## src/design/checkbox_macros.svh

```systemverilog
// bus widths, port count, window and region codes, register offsets
`ifndef CHECKBOX_MACROS_SVH
`define CHECKBOX_MACROS_SVH

////////////////////
// bus geometry
`define CB_ADDR_W        24
`define CB_DATA_W        32
`define CB_STRB_W        4
`define CB_NUM_PORTS     4
`define CB_WIN_BITS      23:20   // window index, one 1 MB window per AXI port
`define CB_REGION_BITS   19:16   // sub-region code inside a window

////////////////////
// sub-region base codes, each region runs up to the next base
`define CB_REGION_REG    4'h0
`define CB_REGION_CMD    4'h1
`define CB_REGION_WSTRB  4'h3
`define CB_REGION_WDATA  4'h4
`define CB_REGION_RDATA  4'hA

////////////////////
// register offsets in port 0 register region
`define CB_OFS_DELAY     16'h0080  // [7:0] write wait, [15:8] read wait
`define CB_OFS_TEST1     16'h0100
`define CB_OFS_TEST2     16'h0104
`define CB_OFS_TEST3     16'h0108  // always answers with slave error
`define CB_INTR_BASE     16'h2000
`define CB_INTR_SET      8'h00
`define CB_INTR_CLEAR    8'h04
`define CB_INTR_MODE1    8'h08     // pulse mode
`define CB_INTR_MODE2    8'h0C     // re-arm after clear
`define CB_INTR_EN       8'h10
`define CB_HW_INTR_N     4         // bits driven by test_complete

`endif

```

## src/design/checkbox_pkg.sv

```systemverilog
// checkbox typedefs, APB request and window select structs, wait controller phase enum
`include "checkbox_macros.svh"

package checkbox_pkg;

  ////////////////////
  // plain vectors
  typedef logic [`CB_ADDR_W-1:0] apb_addr_t;
  typedef logic [`CB_DATA_W-1:0] apb_data_t;
  typedef logic [`CB_STRB_W-1:0] apb_strb_t;
  typedef logic [7:0]            delay_t;     // wait states per access
  typedef logic [`CB_DATA_W-1:0] intr_vec_t;  // one bit per test interrupt

  ////////////////////
  // APB request as seen by every block
  typedef struct packed {
    logic      sel;
    logic      enable;
    logic      write;
    apb_addr_t addr;
    apb_data_t wdata;
    apb_strb_t strb;
  } apb_req_t;

  // one port window decode result
  typedef struct packed {
    logic      hit;            // address inside this window
    logic      reg_sel;
    logic      cmd_ram_sel;
    logic      wstrb_ram_sel;
    logic      wdata_ram_sel;
    logic      rdata_ram_sel;
    apb_addr_t local_addr;     // address minus window base
  } win_sel_t;

  ////////////////////
  // APB transfer phase
  typedef enum logic [1:0] {
    ph_idle,
    ph_setup,
    ph_access
  } apb_phase_t;

endpackage

```

## src/design/apb_wait_ctrl.sv

```systemverilog
// APB phase FSM, write and read wait counters, pready and write commit strobe
`timescale 1ns/1ps

module apb_wait_ctrl (
  input  logic                   apb_clk,
  input  logic                   apb_rstn,
  input  checkbox_pkg::apb_req_t req,
  input  checkbox_pkg::delay_t   wr_delay,
  input  checkbox_pkg::delay_t   rd_delay,
  output logic                   pready,
  output logic                   wr_commit
);
  import checkbox_pkg::*;

  apb_phase_t phase_q;  // phase of last cycle, idle once a transfer completed
  apb_phase_t phase;    // phase of this cycle
  logic [8:0] wr_cnt_q; // one bit above delay_t so a delay of 255 still ends
  logic [8:0] rd_cnt_q;
  logic [8:0] wr_cnt;
  logic [8:0] rd_cnt;
  logic       delay_done;

  ////////////////////
  // phase tracking
  // access is only entered from setup or a pending access
  always_comb begin
    case (phase_q)
      ph_setup, ph_access: phase = (req.sel && req.enable) ? ph_access : ph_idle;
      default:             phase = (req.sel && !req.enable) ? ph_setup : ph_idle;
    endcase
  end

  ////////////////////
  // wait counters, 0 in setup and k in the k-th access cycle
  always_comb begin
    wr_cnt = wr_cnt_q;
    rd_cnt = rd_cnt_q;
    if (phase == ph_setup) begin
      if (req.write) wr_cnt = '0;
      else           rd_cnt = '0;
    end else if (phase == ph_access) begin
      if (req.write) wr_cnt = wr_cnt_q + 9'd1;
      else           rd_cnt = rd_cnt_q + 9'd1;
    end
  end

  assign delay_done = req.write ? (wr_cnt > {1'b0, wr_delay})
                                : (rd_cnt > {1'b0, rd_delay});
  assign pready     = (phase == ph_access) && delay_done;
  assign wr_commit  = pready && req.write;  // the one edge a write takes effect

  always_ff @(posedge apb_clk or negedge apb_rstn) begin
    if (!apb_rstn) begin
      phase_q  <= ph_idle;
      wr_cnt_q <= '0;
      rd_cnt_q <= '0;
    end else begin
      phase_q  <= pready ? ph_idle : phase;
      wr_cnt_q <= wr_cnt;
      rd_cnt_q <= rd_cnt;
    end
  end

  // completion exactly after the programmed wait states
  a_pready_waits: assert property (@(posedge apb_clk) disable iff (!apb_rstn)
    pready |-> (req.write ? (wr_cnt == {1'b0, wr_delay} + 9'd1)
                          : (rd_cnt == {1'b0, rd_delay} + 9'd1)))
    else $error("pready after wrong number of wait states");

endmodule

```

## src/design/port_window.sv

```systemverilog
// one AXI port window: window match, sub-region decode and window-local address
`timescale 1ns/1ps
`include "checkbox_macros.svh"

module port_window #(
  parameter int PORT_IDX = 0
) (
  input  checkbox_pkg::apb_req_t req,
  output checkbox_pkg::win_sel_t win
);
  import checkbox_pkg::*;

  localparam logic [3:0] WIN_CODE = PORT_IDX[3:0];
  // window base, index placed in the top address nibble
  localparam apb_addr_t  WIN_BASE = {WIN_CODE, {(`CB_ADDR_W-4){1'b0}}};

  logic       hit;
  logic [3:0] region;

  assign hit    = req.sel && (req.addr[`CB_WIN_BITS] == WIN_CODE);
  assign region = req.addr[`CB_REGION_BITS];

  ////////////////////
  // sub-region classify
  // register region spans the single code below the command RAM base
  always_comb begin
    win.hit           = hit;
    win.reg_sel       = hit && (region == `CB_REGION_REG);
    win.cmd_ram_sel   = hit && (region >= `CB_REGION_CMD)
                            && (region <  `CB_REGION_WSTRB);
    win.wstrb_ram_sel = hit && (region >= `CB_REGION_WSTRB)
                            && (region <  `CB_REGION_WDATA);
    win.wdata_ram_sel = hit && (region >= `CB_REGION_WDATA)
                            && (region <  `CB_REGION_RDATA);
    win.rdata_ram_sel = hit && (region >= `CB_REGION_RDATA);  // to top of window
    win.local_addr    = req.addr - WIN_BASE;
  end

endmodule

```

## src/design/test_regs.sv

```systemverilog
// scratch, delay and interrupt control registers with their write logic and readback
`timescale 1ns/1ps
`include "checkbox_macros.svh"

module test_regs (
  input  logic                    apb_clk,
  input  logic                    apb_rstn,
  input  checkbox_pkg::apb_req_t  req,
  input  logic                    wr_commit,
  input  checkbox_pkg::win_sel_t  win0,
  output checkbox_pkg::apb_data_t rd_data,
  output logic                    reg_hit,
  output logic                    err_hit,
  output checkbox_pkg::delay_t    wr_delay,
  output checkbox_pkg::delay_t    rd_delay,
  output checkbox_pkg::intr_vec_t set_pulse,
  output checkbox_pkg::intr_vec_t clear_pulse,
  output checkbox_pkg::intr_vec_t clear_pulse_d,
  output checkbox_pkg::intr_vec_t mode1,
  output checkbox_pkg::intr_vec_t mode2,
  output checkbox_pkg::intr_vec_t intr_en
);
  import checkbox_pkg::*;

  localparam logic [15:0] OFS_DELAY = `CB_OFS_DELAY;
  localparam logic [15:0] OFS_TEST1 = `CB_OFS_TEST1;
  localparam logic [15:0] OFS_TEST2 = `CB_OFS_TEST2;
  localparam logic [15:0] OFS_TEST3 = `CB_OFS_TEST3;
  localparam logic [15:0] INTR_BASE = `CB_INTR_BASE;
  localparam intr_vec_t   HW_MASK   = intr_vec_t'((1 << `CB_HW_INTR_N) - 1);

  logic       test1_sel, test2_sel, test3_sel, delay_sel, intr_sel;
  logic       wr_en;
  logic       mode1_wr;
  logic [7:0] intr_ofs;
  apb_data_t  test1_q, test2_q, delay_q;

  // byte lanes with strobe set take the new data
  function automatic apb_data_t strb_merge(apb_data_t old_val, apb_data_t new_val,
                                           apb_strb_t strb);
    apb_data_t res;
    res = old_val;
    for (int b = 0; b < `CB_STRB_W; b++) begin
      if (strb[b]) begin
        res[b*8 +: 8] = new_val[b*8 +: 8];
      end
    end
    return res;
  endfunction

  ////////////////////
  // offset decode, word aligned
  assign test1_sel = win0.reg_sel && (win0.local_addr[15:2] == OFS_TEST1[15:2]);
  assign test2_sel = win0.reg_sel && (win0.local_addr[15:2] == OFS_TEST2[15:2]);
  assign test3_sel = win0.reg_sel && (win0.local_addr[15:2] == OFS_TEST3[15:2]);
  assign delay_sel = win0.reg_sel && (win0.local_addr[15:2] == OFS_DELAY[15:2]);
  assign intr_sel  = win0.reg_sel && (win0.local_addr[15:8] == INTR_BASE[15:8]);
  assign intr_ofs  = win0.local_addr[7:0];

  assign reg_hit  = test1_sel | test2_sel | test3_sel | delay_sel | intr_sel;
  assign err_hit  = test3_sel;
  assign wr_en    = wr_commit && win0.reg_sel;
  assign mode1_wr = wr_en && intr_sel && (intr_ofs == `CB_INTR_MODE1);
  assign wr_delay = delay_q[7:0];
  assign rd_delay = delay_q[15:8];

  ////////////////////
  // register writes
  always_ff @(posedge apb_clk or negedge apb_rstn) begin
    if (!apb_rstn) begin
      test1_q       <= '0;
      test2_q       <= '0;
      delay_q       <= '0;
      set_pulse     <= '0;
      clear_pulse   <= '0;
      clear_pulse_d <= '0;
      mode1         <= '0;
      mode2         <= '0;
      intr_en       <= '0;
    end else begin
      set_pulse     <= '0;           // single cycle pulses
      clear_pulse   <= '0;
      clear_pulse_d <= clear_pulse;  // re-arm trigger
      if (wr_en) begin
        if (test1_sel)      test1_q <= strb_merge(test1_q, req.wdata, req.strb);
        else if (test2_sel) test2_q <= strb_merge(test2_q, req.wdata, req.strb);
        else if (delay_sel) delay_q <= req.wdata;
        else if (intr_sel) begin
          case (intr_ofs)
            `CB_INTR_SET:   set_pulse   <= req.wdata;
            `CB_INTR_CLEAR: clear_pulse <= req.wdata;
            `CB_INTR_MODE1: mode1       <= req.wdata | HW_MASK;   // hw bits always pulse
            `CB_INTR_MODE2: mode2       <= req.wdata & ~HW_MASK;  // hw bits never re-arm
            `CB_INTR_EN:    intr_en     <= req.wdata;
            default: ;
          endcase
        end
      end
    end
  end

  ////////////////////
  // readback
  always_comb begin
    rd_data = '0;
    if (test1_sel)      rd_data = test1_q;
    else if (test2_sel) rd_data = test2_q;
    else if (delay_sel) rd_data = delay_q;
    else if (intr_sel) begin
      case (intr_ofs)
        `CB_INTR_SET:   rd_data = set_pulse;
        `CB_INTR_CLEAR: rd_data = clear_pulse;
        `CB_INTR_MODE1: rd_data = mode1;
        `CB_INTR_MODE2: rd_data = mode2;
        `CB_INTR_EN:    rd_data = intr_en;
        default:        rd_data = '0;
      endcase
    end
  end

  // once written, the hw nibble of mode1 never drops again
  a_mode1_hw: assert property (@(posedge apb_clk) disable iff (!apb_rstn)
    (mode1_wr || (mode1 & HW_MASK) == HW_MASK) |=> (mode1 & HW_MASK) == HW_MASK)
    else $error("mode1 hw bits lost after write");

endmodule

```

## src/design/intr_gen.sv

```systemverilog
// test interrupt state bits with set, clear, pulse and re-arm modes and enable mask
`timescale 1ns/1ps
`include "checkbox_macros.svh"

module intr_gen (
  input  logic                         apb_clk,
  input  logic                         apb_rstn,
  input  logic [`CB_HW_INTR_N-1:0]     test_complete,
  input  checkbox_pkg::intr_vec_t      set_pulse,
  input  checkbox_pkg::intr_vec_t      clear_pulse,
  input  checkbox_pkg::intr_vec_t      clear_pulse_d,
  input  checkbox_pkg::intr_vec_t      mode1,
  input  checkbox_pkg::intr_vec_t      mode2,
  input  checkbox_pkg::intr_vec_t      intr_en,
  output checkbox_pkg::intr_vec_t      intr_out
);
  import checkbox_pkg::*;

  // low bits follow test_complete, the rest are software driven
  localparam intr_vec_t HW_MASK = intr_vec_t'((1 << `CB_HW_INTR_N) - 1);

  intr_vec_t intr_q;
  intr_vec_t hw_set;
  intr_vec_t sw_set;
  intr_vec_t rise;
  intr_vec_t fall;

  ////////////////////
  // per bit set and clear terms
  assign hw_set = intr_vec_t'(test_complete);
  // set write, or one cycle after a clear when re-arm is on
  assign sw_set = ~intr_q & (set_pulse | (clear_pulse_d & mode2));
  assign rise   = (hw_set & HW_MASK) | (sw_set & ~HW_MASK);

  // cleared by write, or right after rising in pulse mode
  assign fall   = intr_q & (clear_pulse | mode1);

  always_ff @(posedge apb_clk or negedge apb_rstn) begin
    if (!apb_rstn) begin
      intr_q <= '0;
    end else begin
      intr_q <= rise | (intr_q & ~fall);  // test_complete wins over clear
    end
  end

  assign intr_out = intr_q & intr_en;

endmodule

```

## src/design/read_mux.sv

```systemverilog
// APB read data and slave error select across port windows and register readback
`timescale 1ns/1ps
`include "checkbox_macros.svh"

module read_mux (
  input  checkbox_pkg::win_sel_t  win [`CB_NUM_PORTS],
  input  checkbox_pkg::apb_data_t port_rdata [`CB_NUM_PORTS],
  input  checkbox_pkg::apb_data_t reg_rd_data,
  input  logic                    reg_hit,
  input  logic                    err_hit,
  output checkbox_pkg::apb_data_t prdata,
  output logic                    pslverr
);
  import checkbox_pkg::*;

  logic [`CB_NUM_PORTS-1:0] hits;
  apb_data_t                win0_data;

  for (genvar i = 0; i < `CB_NUM_PORTS; i++) begin : g_hit
    assign hits[i] = win[i].hit;
  end

  // port 0 registers shadow its downstream data
  assign win0_data = reg_hit ? reg_rd_data : port_rdata[0];

  ////////////////////
  // window select, unmapped reads return zero
  always_comb begin
    prdata = '0;
    for (int i = 0; i < `CB_NUM_PORTS; i++) begin
      if (hits[i]) begin
        prdata = (i == 0) ? win0_data : port_rdata[i];
      end
    end
  end

  assign pslverr = err_hit;

  // window decoders must never overlap
  always_comb begin
    assert final ($onehot0(hits))
      else $error("more than one port window hit");
  end

endmodule

```

## src/design/checkbox_apb_top.sv

```systemverilog
// checkbox APB slave top: port window array, wait control, test registers, interrupts
`timescale 1ns/1ps
`include "checkbox_macros.svh"

module checkbox_apb_top (
  input  logic                    apb_clk,
  input  logic                    apb_rstn,
  input  logic                    psel,
  input  logic                    penable,
  input  logic                    pwrite,
  input  checkbox_pkg::apb_addr_t paddr,
  input  checkbox_pkg::apb_data_t pwdata,
  input  checkbox_pkg::apb_strb_t pstrb,
  input  checkbox_pkg::apb_data_t port_rdata [`CB_NUM_PORTS],
  input  logic [`CB_HW_INTR_N-1:0] test_complete,
  output checkbox_pkg::apb_data_t prdata,
  output logic                    pready,
  output logic                    pslverr,
  output checkbox_pkg::win_sel_t  port_sel [`CB_NUM_PORTS],
  output checkbox_pkg::intr_vec_t intr_out
);
  import checkbox_pkg::*;

  apb_req_t  req;
  delay_t    wr_delay, rd_delay;
  logic      wr_commit;
  apb_data_t reg_rd_data;
  logic      reg_hit, err_hit;
  intr_vec_t set_pulse, clear_pulse, clear_pulse_d;
  intr_vec_t mode1, mode2, intr_en;

  ////////////////////
  // APB pins to request struct
  assign req.sel    = psel;
  assign req.enable = penable;
  assign req.write  = pwrite;
  assign req.addr   = paddr;
  assign req.wdata  = pwdata;
  assign req.strb   = pstrb;

  apb_wait_ctrl wait_i (
    .apb_clk, .apb_rstn, .req, .wr_delay, .rd_delay, .pready, .wr_commit
  );

  for (genvar i = 0; i < `CB_NUM_PORTS; i++) begin : g_port
    port_window #(.PORT_IDX(i)) win_i (
      .req (req),
      .win (port_sel[i])
    );
  end

  test_regs regs_i (
    .apb_clk, .apb_rstn, .req, .wr_commit,
    .win0 (port_sel[0]),
    .rd_data (reg_rd_data),
    .reg_hit, .err_hit, .wr_delay, .rd_delay,
    .set_pulse, .clear_pulse, .clear_pulse_d, .mode1, .mode2, .intr_en
  );

  intr_gen intr_i (
    .apb_clk, .apb_rstn, .test_complete,
    .set_pulse, .clear_pulse, .clear_pulse_d, .mode1, .mode2, .intr_en, .intr_out
  );

  read_mux rmux_i (
    .win (port_sel), .port_rdata, .reg_rd_data, .reg_hit, .err_hit, .prdata, .pslverr
  );

endmodule

```

## config.mk

```make
export PLATFORM = sky130hd
export DESIGN_NAME = checkbox_apb_top
export DESIGN_NICKNAME = d
export VERILOG_FILES = /design/src/design/checkbox_pkg.sv /design/src/design/apb_wait_ctrl.sv /design/src/design/port_window.sv /design/src/design/test_regs.sv /design/src/design/intr_gen.sv /design/src/design/read_mux.sv /design/src/design/checkbox_apb_top.sv
export VERILOG_INCLUDE_DIRS = /design/src /design/src/design
export SDC_FILE = /design/constraint.sdc
export NUM_CORES = 1
export LEC_CHECK = 0
export BUFFER_PORTS_ARGS = -buffer_cell sky130_fd_sc_hd__buf_2
export CAP_MARGIN = 30
export CORE_ASPECT_RATIO = 0.7
export CORE_MARGIN = 4
export CORE_UTILIZATION = 50
export CTS_BUF_LIST = sky130_fd_sc_hd__clkbuf_4
export DETAILED_ROUTE_END_ITERATION = 7
export GPL_TIMING_DRIVEN = 0
export PLACE_DENSITY = 0.74
export SYNTH_ARGS = -nofsm -noshare
export SYNTH_HDL_FRONTEND = slang
export SYNTH_HIERARCHICAL = 1
export SYNTH_SLANG_ARGS = --single-unit
export TNS_END_PERCENT = 100
```

## constraint.sdc

```tcl
create_clock -name apb_clk -period 5.2 [get_ports apb_clk]
set_input_delay 0.78 -clock apb_clk [delete_from_list [all_inputs] [get_ports apb_clk]]
set_output_delay 0.78 -clock apb_clk [all_outputs]
set_load 0.02 [all_outputs]
```

==> metrics.txt, run 1 <==
status completed; cells after synthesis 1463; Most Frequent Cell on Critical Path buf_2; met1 usage 36.4%; CP Max Fanout 20; RSZ-0062 raised after global routing true; met3 Use GR 7.30%; initial antenna violation count 3; Final Hold Fails 0; Rows 57; worst hold slack 0.263 ns; first-pass GRT wire length 81600 um; Max Slew Vio Count 0; relative slew slack 37.7%; gr busiest metal met2; Critical Path Slowest Stage Cell or4_1; post-synthesis cell area 0.0178 mm2; total power 5.21 mW; Initial DRC Count 1099; Detailed Routing Iterations Pass 1 5; crit end category primary output; dpl hpwl 39900 um; grt met2 use 42.7%; DRC Markers 0; syn avg cell area 12.1 um2; skew final 0.0454 ns; critical path class in -> out; PD cells 245 mW/mm2; root buf cell clkbuf_4; Clock Tree Buf Depth 3; GRT Overall Usage 27.2%; Finished Cell Area 0.0213 mm2; Initial Util 50.9%; final layout net count 2135; routed length per placed instance 22.1 um; Layout Utilization 61.0%; final WL 53900 um; WP data required 4.42 ns; Tmin final 5.09 ns; Worst-Margin Slew 0.934 ns; clock sinks 329; H-tree Lvls 3; Max VDD drop 158 uV; Tcrit/Tclk final 97.9%; die height 166 um; GP Congestion 0.847; Clock Latency Late Sink 0.76 ns; pin count of the biggest net entering global routing 126; P&R area growth vs syn 19.7%; CP arrival 4.31 ns; vias in the first global route 14.2k; leakage 10.6 nW; syn nets 1684; routed vias 13.9k; MaxCap Viol Count 0; vias per cell 5.70; share of cells above drive strength 1 51.6%; number of buffers created by CTS 79; die area 0.0387 mm2; CTS tree done; crit path cell chain buf_2, or4b_4, nor4_4, nor2b_4, nand3_2, or4_1, buf_4, o221a_2, mux2_2, a22oi_2, a221oi_1, buf_2; placed inst area 0.0203 mm2; CTS clk-pin slew, worst paths 0.06 ns; startpoint types input pin; Max Clk Rate 0.196 GHz; Hold Path Class in -> reg; CP peak stage delay 0.63 ns; Port Buffer Count 366; Std-Cell Core Area 0.0349 mm2; chip width 233 um; Finish-stage setup viols 0; total congestion overflow 0; Routed Antenna Nets 0; io pins 383; YS warnings 6
==> cell type report <==
cell class,count,area (um2)
Antenna cell,2,5.00
Timing Repair Buffer,371,1920
Tap cell,472,591
Fill cell,2824,13600
Multi-Input combinational cell,914,8170
Clock buffer,116,871
Clock inverter,13,77.6
Buffer,191,1280
Sequential cell,329,8230
Inverter,28,105
==> registers in the layout, summed over array words and instances (netlist names) <==
register / cells
regs_i/intr_en: 32
regs_i/delay_q: 32
regs_i/set_pulse: 32
regs_i/mode1: 29
regs_i/test2_q: 32
wait_i/phase_q: 2
regs_i/clear_pulse: 32
wait_i/wr_cnt_q: 9
intr_i/intr_q: 32
regs_i/test1_q: 32
regs_i/clear_pulse_d: 28
regs_i/mode2: 28
wait_i/rd_cnt_q: 9
==> critical path, delay by kind of cell <==
kind / cells / cell delay (ns)
simple gates: 5 / 1.87
compound gates: 3 / 0.71
buf+inv: 3 / 0.64
mux: 1 / 0.27
==> through the flow <==
stage	cells	TNS, ns	setup slack [ns]
floorplan	1463	0	0.606
global placement	2301	-911.72	-2.79
detailed placement	2303	-10.12	-0.671
CTS	2434	0	0.00152
global route	2436	-0.00359	-0.00359
finish	2436	0	0.110
==> worst paths after layout <==
check	from	to	slack, ns	depth (start not counted)
hold reg to reg	regs_i/clear_pulse[10]	regs_i/clear_pulse_d[10]	0.39	0
max in group asynchronous	apb_rstn	regs_i/mode2[28]	2.96	4
setup / recovery	paddr[18]	prdata[30]	0.11	12
min in group asynchronous	apb_rstn	regs_i/mode1[8]	0.62	2
setup reg to reg	wait_i/phase_q[1]	regs_i/intr_en[3]	0.36	15
hold / removal	test_complete[3]	intr_i/intr_q[3]	0.26	2
==> power breakdown <==
part	switching (mW)	internal [mW]	total (mW)
combinational	0.341	0.228	0.569
sequential	0.0105	2.57	2.58
clock	1.01	1.06	2.07
total	1.36	3.86	5.21
==> what timing repair did <==
| action | in CTS | in global routing |
|---|---|---|
| hold buffers | 1 | 0 |
| pin swaps | 2 | 1 |
| hold endpoints to repair | 11 | 0 |
| setup buffers | 1 | 1 |
| setup endpoints to repair | 31 | 21 |
| resized for setup | 7 | 8 |
==> layout by cell type, fill, tap and decap left out, types with 5 or more instances in the layout <==
cell,n
mux2_2,182
nor3_2,8
buf_4,117
inv_1,27
clkinv_1,9
and2_1,98
nand2b_1,7
nor2_1,55
ha_1,24
buf_2,391
nor4_1,5
clkbuf_4,116
clkbuf_2,9
dfrtp_1,329
clkbuf_1,30
nand3_1,10
mux2_1,6
a22oi_1,30
o22ai_1,63
nand2_1,31
and3_1,5
xor2_1,5
a21o_1,6
a22oi_2,31
o221a_2,28
o21ai_0,12
mux2i_1,14
o21a_1,28
mux2_4,31
nand4_1,9
nor3_1,10
a21oi_1,75
a211oi_2,30
buf_6,6
xnor2_1,6
mux4_2,28
==> per-layer routing <==
metal  up-vias  share of wire (%)
met5         -              0.037
met4         2                3.5
met3       109                8.5
met2       617                 47
met1      6914                 41
li1       6241                  -
No activity file was read; power rests on OpenSTA's default activity.
==> run 2, diff against run 1 <==
--- a/config.mk
+++ b/config.mk
@@ -13,7 +13,7 @@
 export CORE_UTILIZATION = 50
 export CTS_BUF_LIST = sky130_fd_sc_hd__clkbuf_4
 export DETAILED_ROUTE_END_ITERATION = 7
-export GPL_TIMING_DRIVEN = 0
+export GPL_TIMING_DRIVEN = 1
 export PLACE_DENSITY = 0.74
 export SYNTH_ARGS = -nofsm -noshare
 export SYNTH_HDL_FRONTEND = slang
==> metrics.txt, run 2 (synthesis results as in run 1) <==
worst reg2reg path depth 16; total congestion overflow 0; Reg2Reg Setup Slack 0.83 ns; io pins 383; Clock Tree Buf Depth 3; # Post-CTS Setup Buffers 0; GP Congestion 0.853; CTS tree done; clock sinks 329; dpl cells 2170; final layout net count 2003; Std-Cell Core Area 0.0349 mm2; initial antenna violation count 8; status completed; hold_buf cts 0; root buf cell clkbuf_4; GRT Overall Usage 26.4%; Max VDD drop 174 uV; Hold Path Class in -> async; pin count of the biggest net entering global routing 150; DRC Markers 0; chip width 233 um; total power 5.36 mW; most frequent cells in the layout buf_2 (381), dfrtp_1 (329), mux2_2 (182); critical path class in -> out; Layout Utilization 58.9%; capturing point of the worst reg2reg path regs_i/test1_q[16]; skew final 0.0492 ns; setup TNS after final layout 0 ns; Worst-Margin Slew 0.963 ns; Clock Latency Late Sink 0.71 ns; final WL 52100 um; PD cells 261 mW/mm2; Rows 57; Routed Antenna Nets 0; most common cell after layout, fill and taps aside buf_2; Finish-stage setup viols 0; Tmin final 4.98 ns; Initial DRC Count 1129; relative slew slack 35.6%; routed vias 13.5k; placed inst area 0.0195 mm2; CP arrival 4.20 ns; share of cells above drive strength 1 50.0%; Final Hold Fails 0; die area 0.0387 mm2; Tcrit/Tclk final 95.8%; Initial Util 50.9%; vias per cell 5.85; startpoint types input pin; leakage 10.2 nW; RSZ-0062 raised after global routing false; H-tree Lvls 3; final non-filler cell total 2314; routed length per placed instance 22.5 um; first-pass GRT wire length 79700 um; WP data required 4.42 ns; CP Max Fanout 22; dpl hpwl 35900 um; Max Slew Vio Count 0; Worst R2R Start wait_i/phase_q[0]; die height 166 um; CTS clk-pin slew, worst paths 0.06 ns; P&R area growth vs syn 15.6%; crit end category primary output; vias in the first global route 13.8k; Finished Cell Area 0.0205 mm2; number of fill cells in the layout 2866; number of buffers created by CTS 82; Max Clk Rate 0.201 GHz; MaxCap Viol Count 0; post-CTS resize count 0; Port Buffer Count 382; Detailed Routing Iterations Pass 1 5
[run 2: changes by cell type in the layout (fill, tap and decap cells not counted), moves of 3 or more]
| cell | before | now |
|---|---|---|
| buf_4 | 117 | 40 |
| clkbuf_1 | 30 | 0 |
| buf_2 | 391 | 381 |
| clkbuf_2 | 9 | 0 |
| buf_6 | 6 | 0 |
| clkinv_1 | 9 | 14 |
| diode_2 | 2 | 6 |
| bufinv_16 | 1 | 4 |
| nor3_4 | 0 | 3 |
[run 2: layer usage]
metal  GRT usage, %  wire (um)  vias up  part of all wire [%]
met5              0         32        -                 0.061
met4           9.35       1330        4                   2.6
met3           5.70       4200       93                   8.1
met2           42.0      24700      610                    47
met1           35.9      21800     6819                    42
li1               -          -     6011                     -
[run 2: worst max-delay path, stage by stage]
cell and delay [ns]:
buf_2 0.16, or3_1 0.45, nor4_2 0.34, nor2b_1 0.32, nand3_2 0.17, or4_1 0.53, buf_4 0.27, o221a_2 0.30
mux2_2 0.26, a22oi_1 0.25, a221oi_1 0.12, buf_2 0.23
[run 2: cell type report]
class | instances | area (um2) | share of cell area (%)
clock inverters | 22 | 190 | 0.926
flip-flops and latches | 329 | 8230 | 40.1
repair buffers | 427 | 2320 | 11.3
diodes | 6 | 15.0 | 0.0731
well taps | 472 | 591 | 2.88
inverters | 28 | 105 | 0.512
multi-input cells | 914 | 8210 | 40.0
clock buffers | 116 | 871 | 4.24
[run 2: worst max-delay path by stage]
stage,start,end,slack [ns],depth (start not counted)
5_1_grt,wait_i/phase_q[0],pready,0.06,12
2_1_floorplan,paddr[21],prdata[30],0.61,12
3_3_place_gp,paddr[23],prdata[30],0.28,12
6_report,paddr[23],prdata[30],0.22,12
3_5_place_dp,paddr[23],prdata[30],0.25,12
4_1_cts,paddr[23],prdata[30],0.23,12
[run 2: where the power goes]
part	switching, mW	total (mW)	internal [mW]
Sequential	0.0106	2.58	2.57
Combinational	0.339	0.532	0.193
Clock	1.03	2.25	1.22
Total	1.38	5.36	3.98
[run 2: metrics by stage]
stage | hold WS, ns | setup slack [ns]
2_1_floorplan | 0.371 | 0.606
3_3_place_gp | 0.380 | 0.282
3_5_place_dp | 0.386 | 0.245
4_1_cts | 0.0638 | 0.228
5_1_grt | 0.0784 | 0.0614
6_report | 0.109 | 0.221
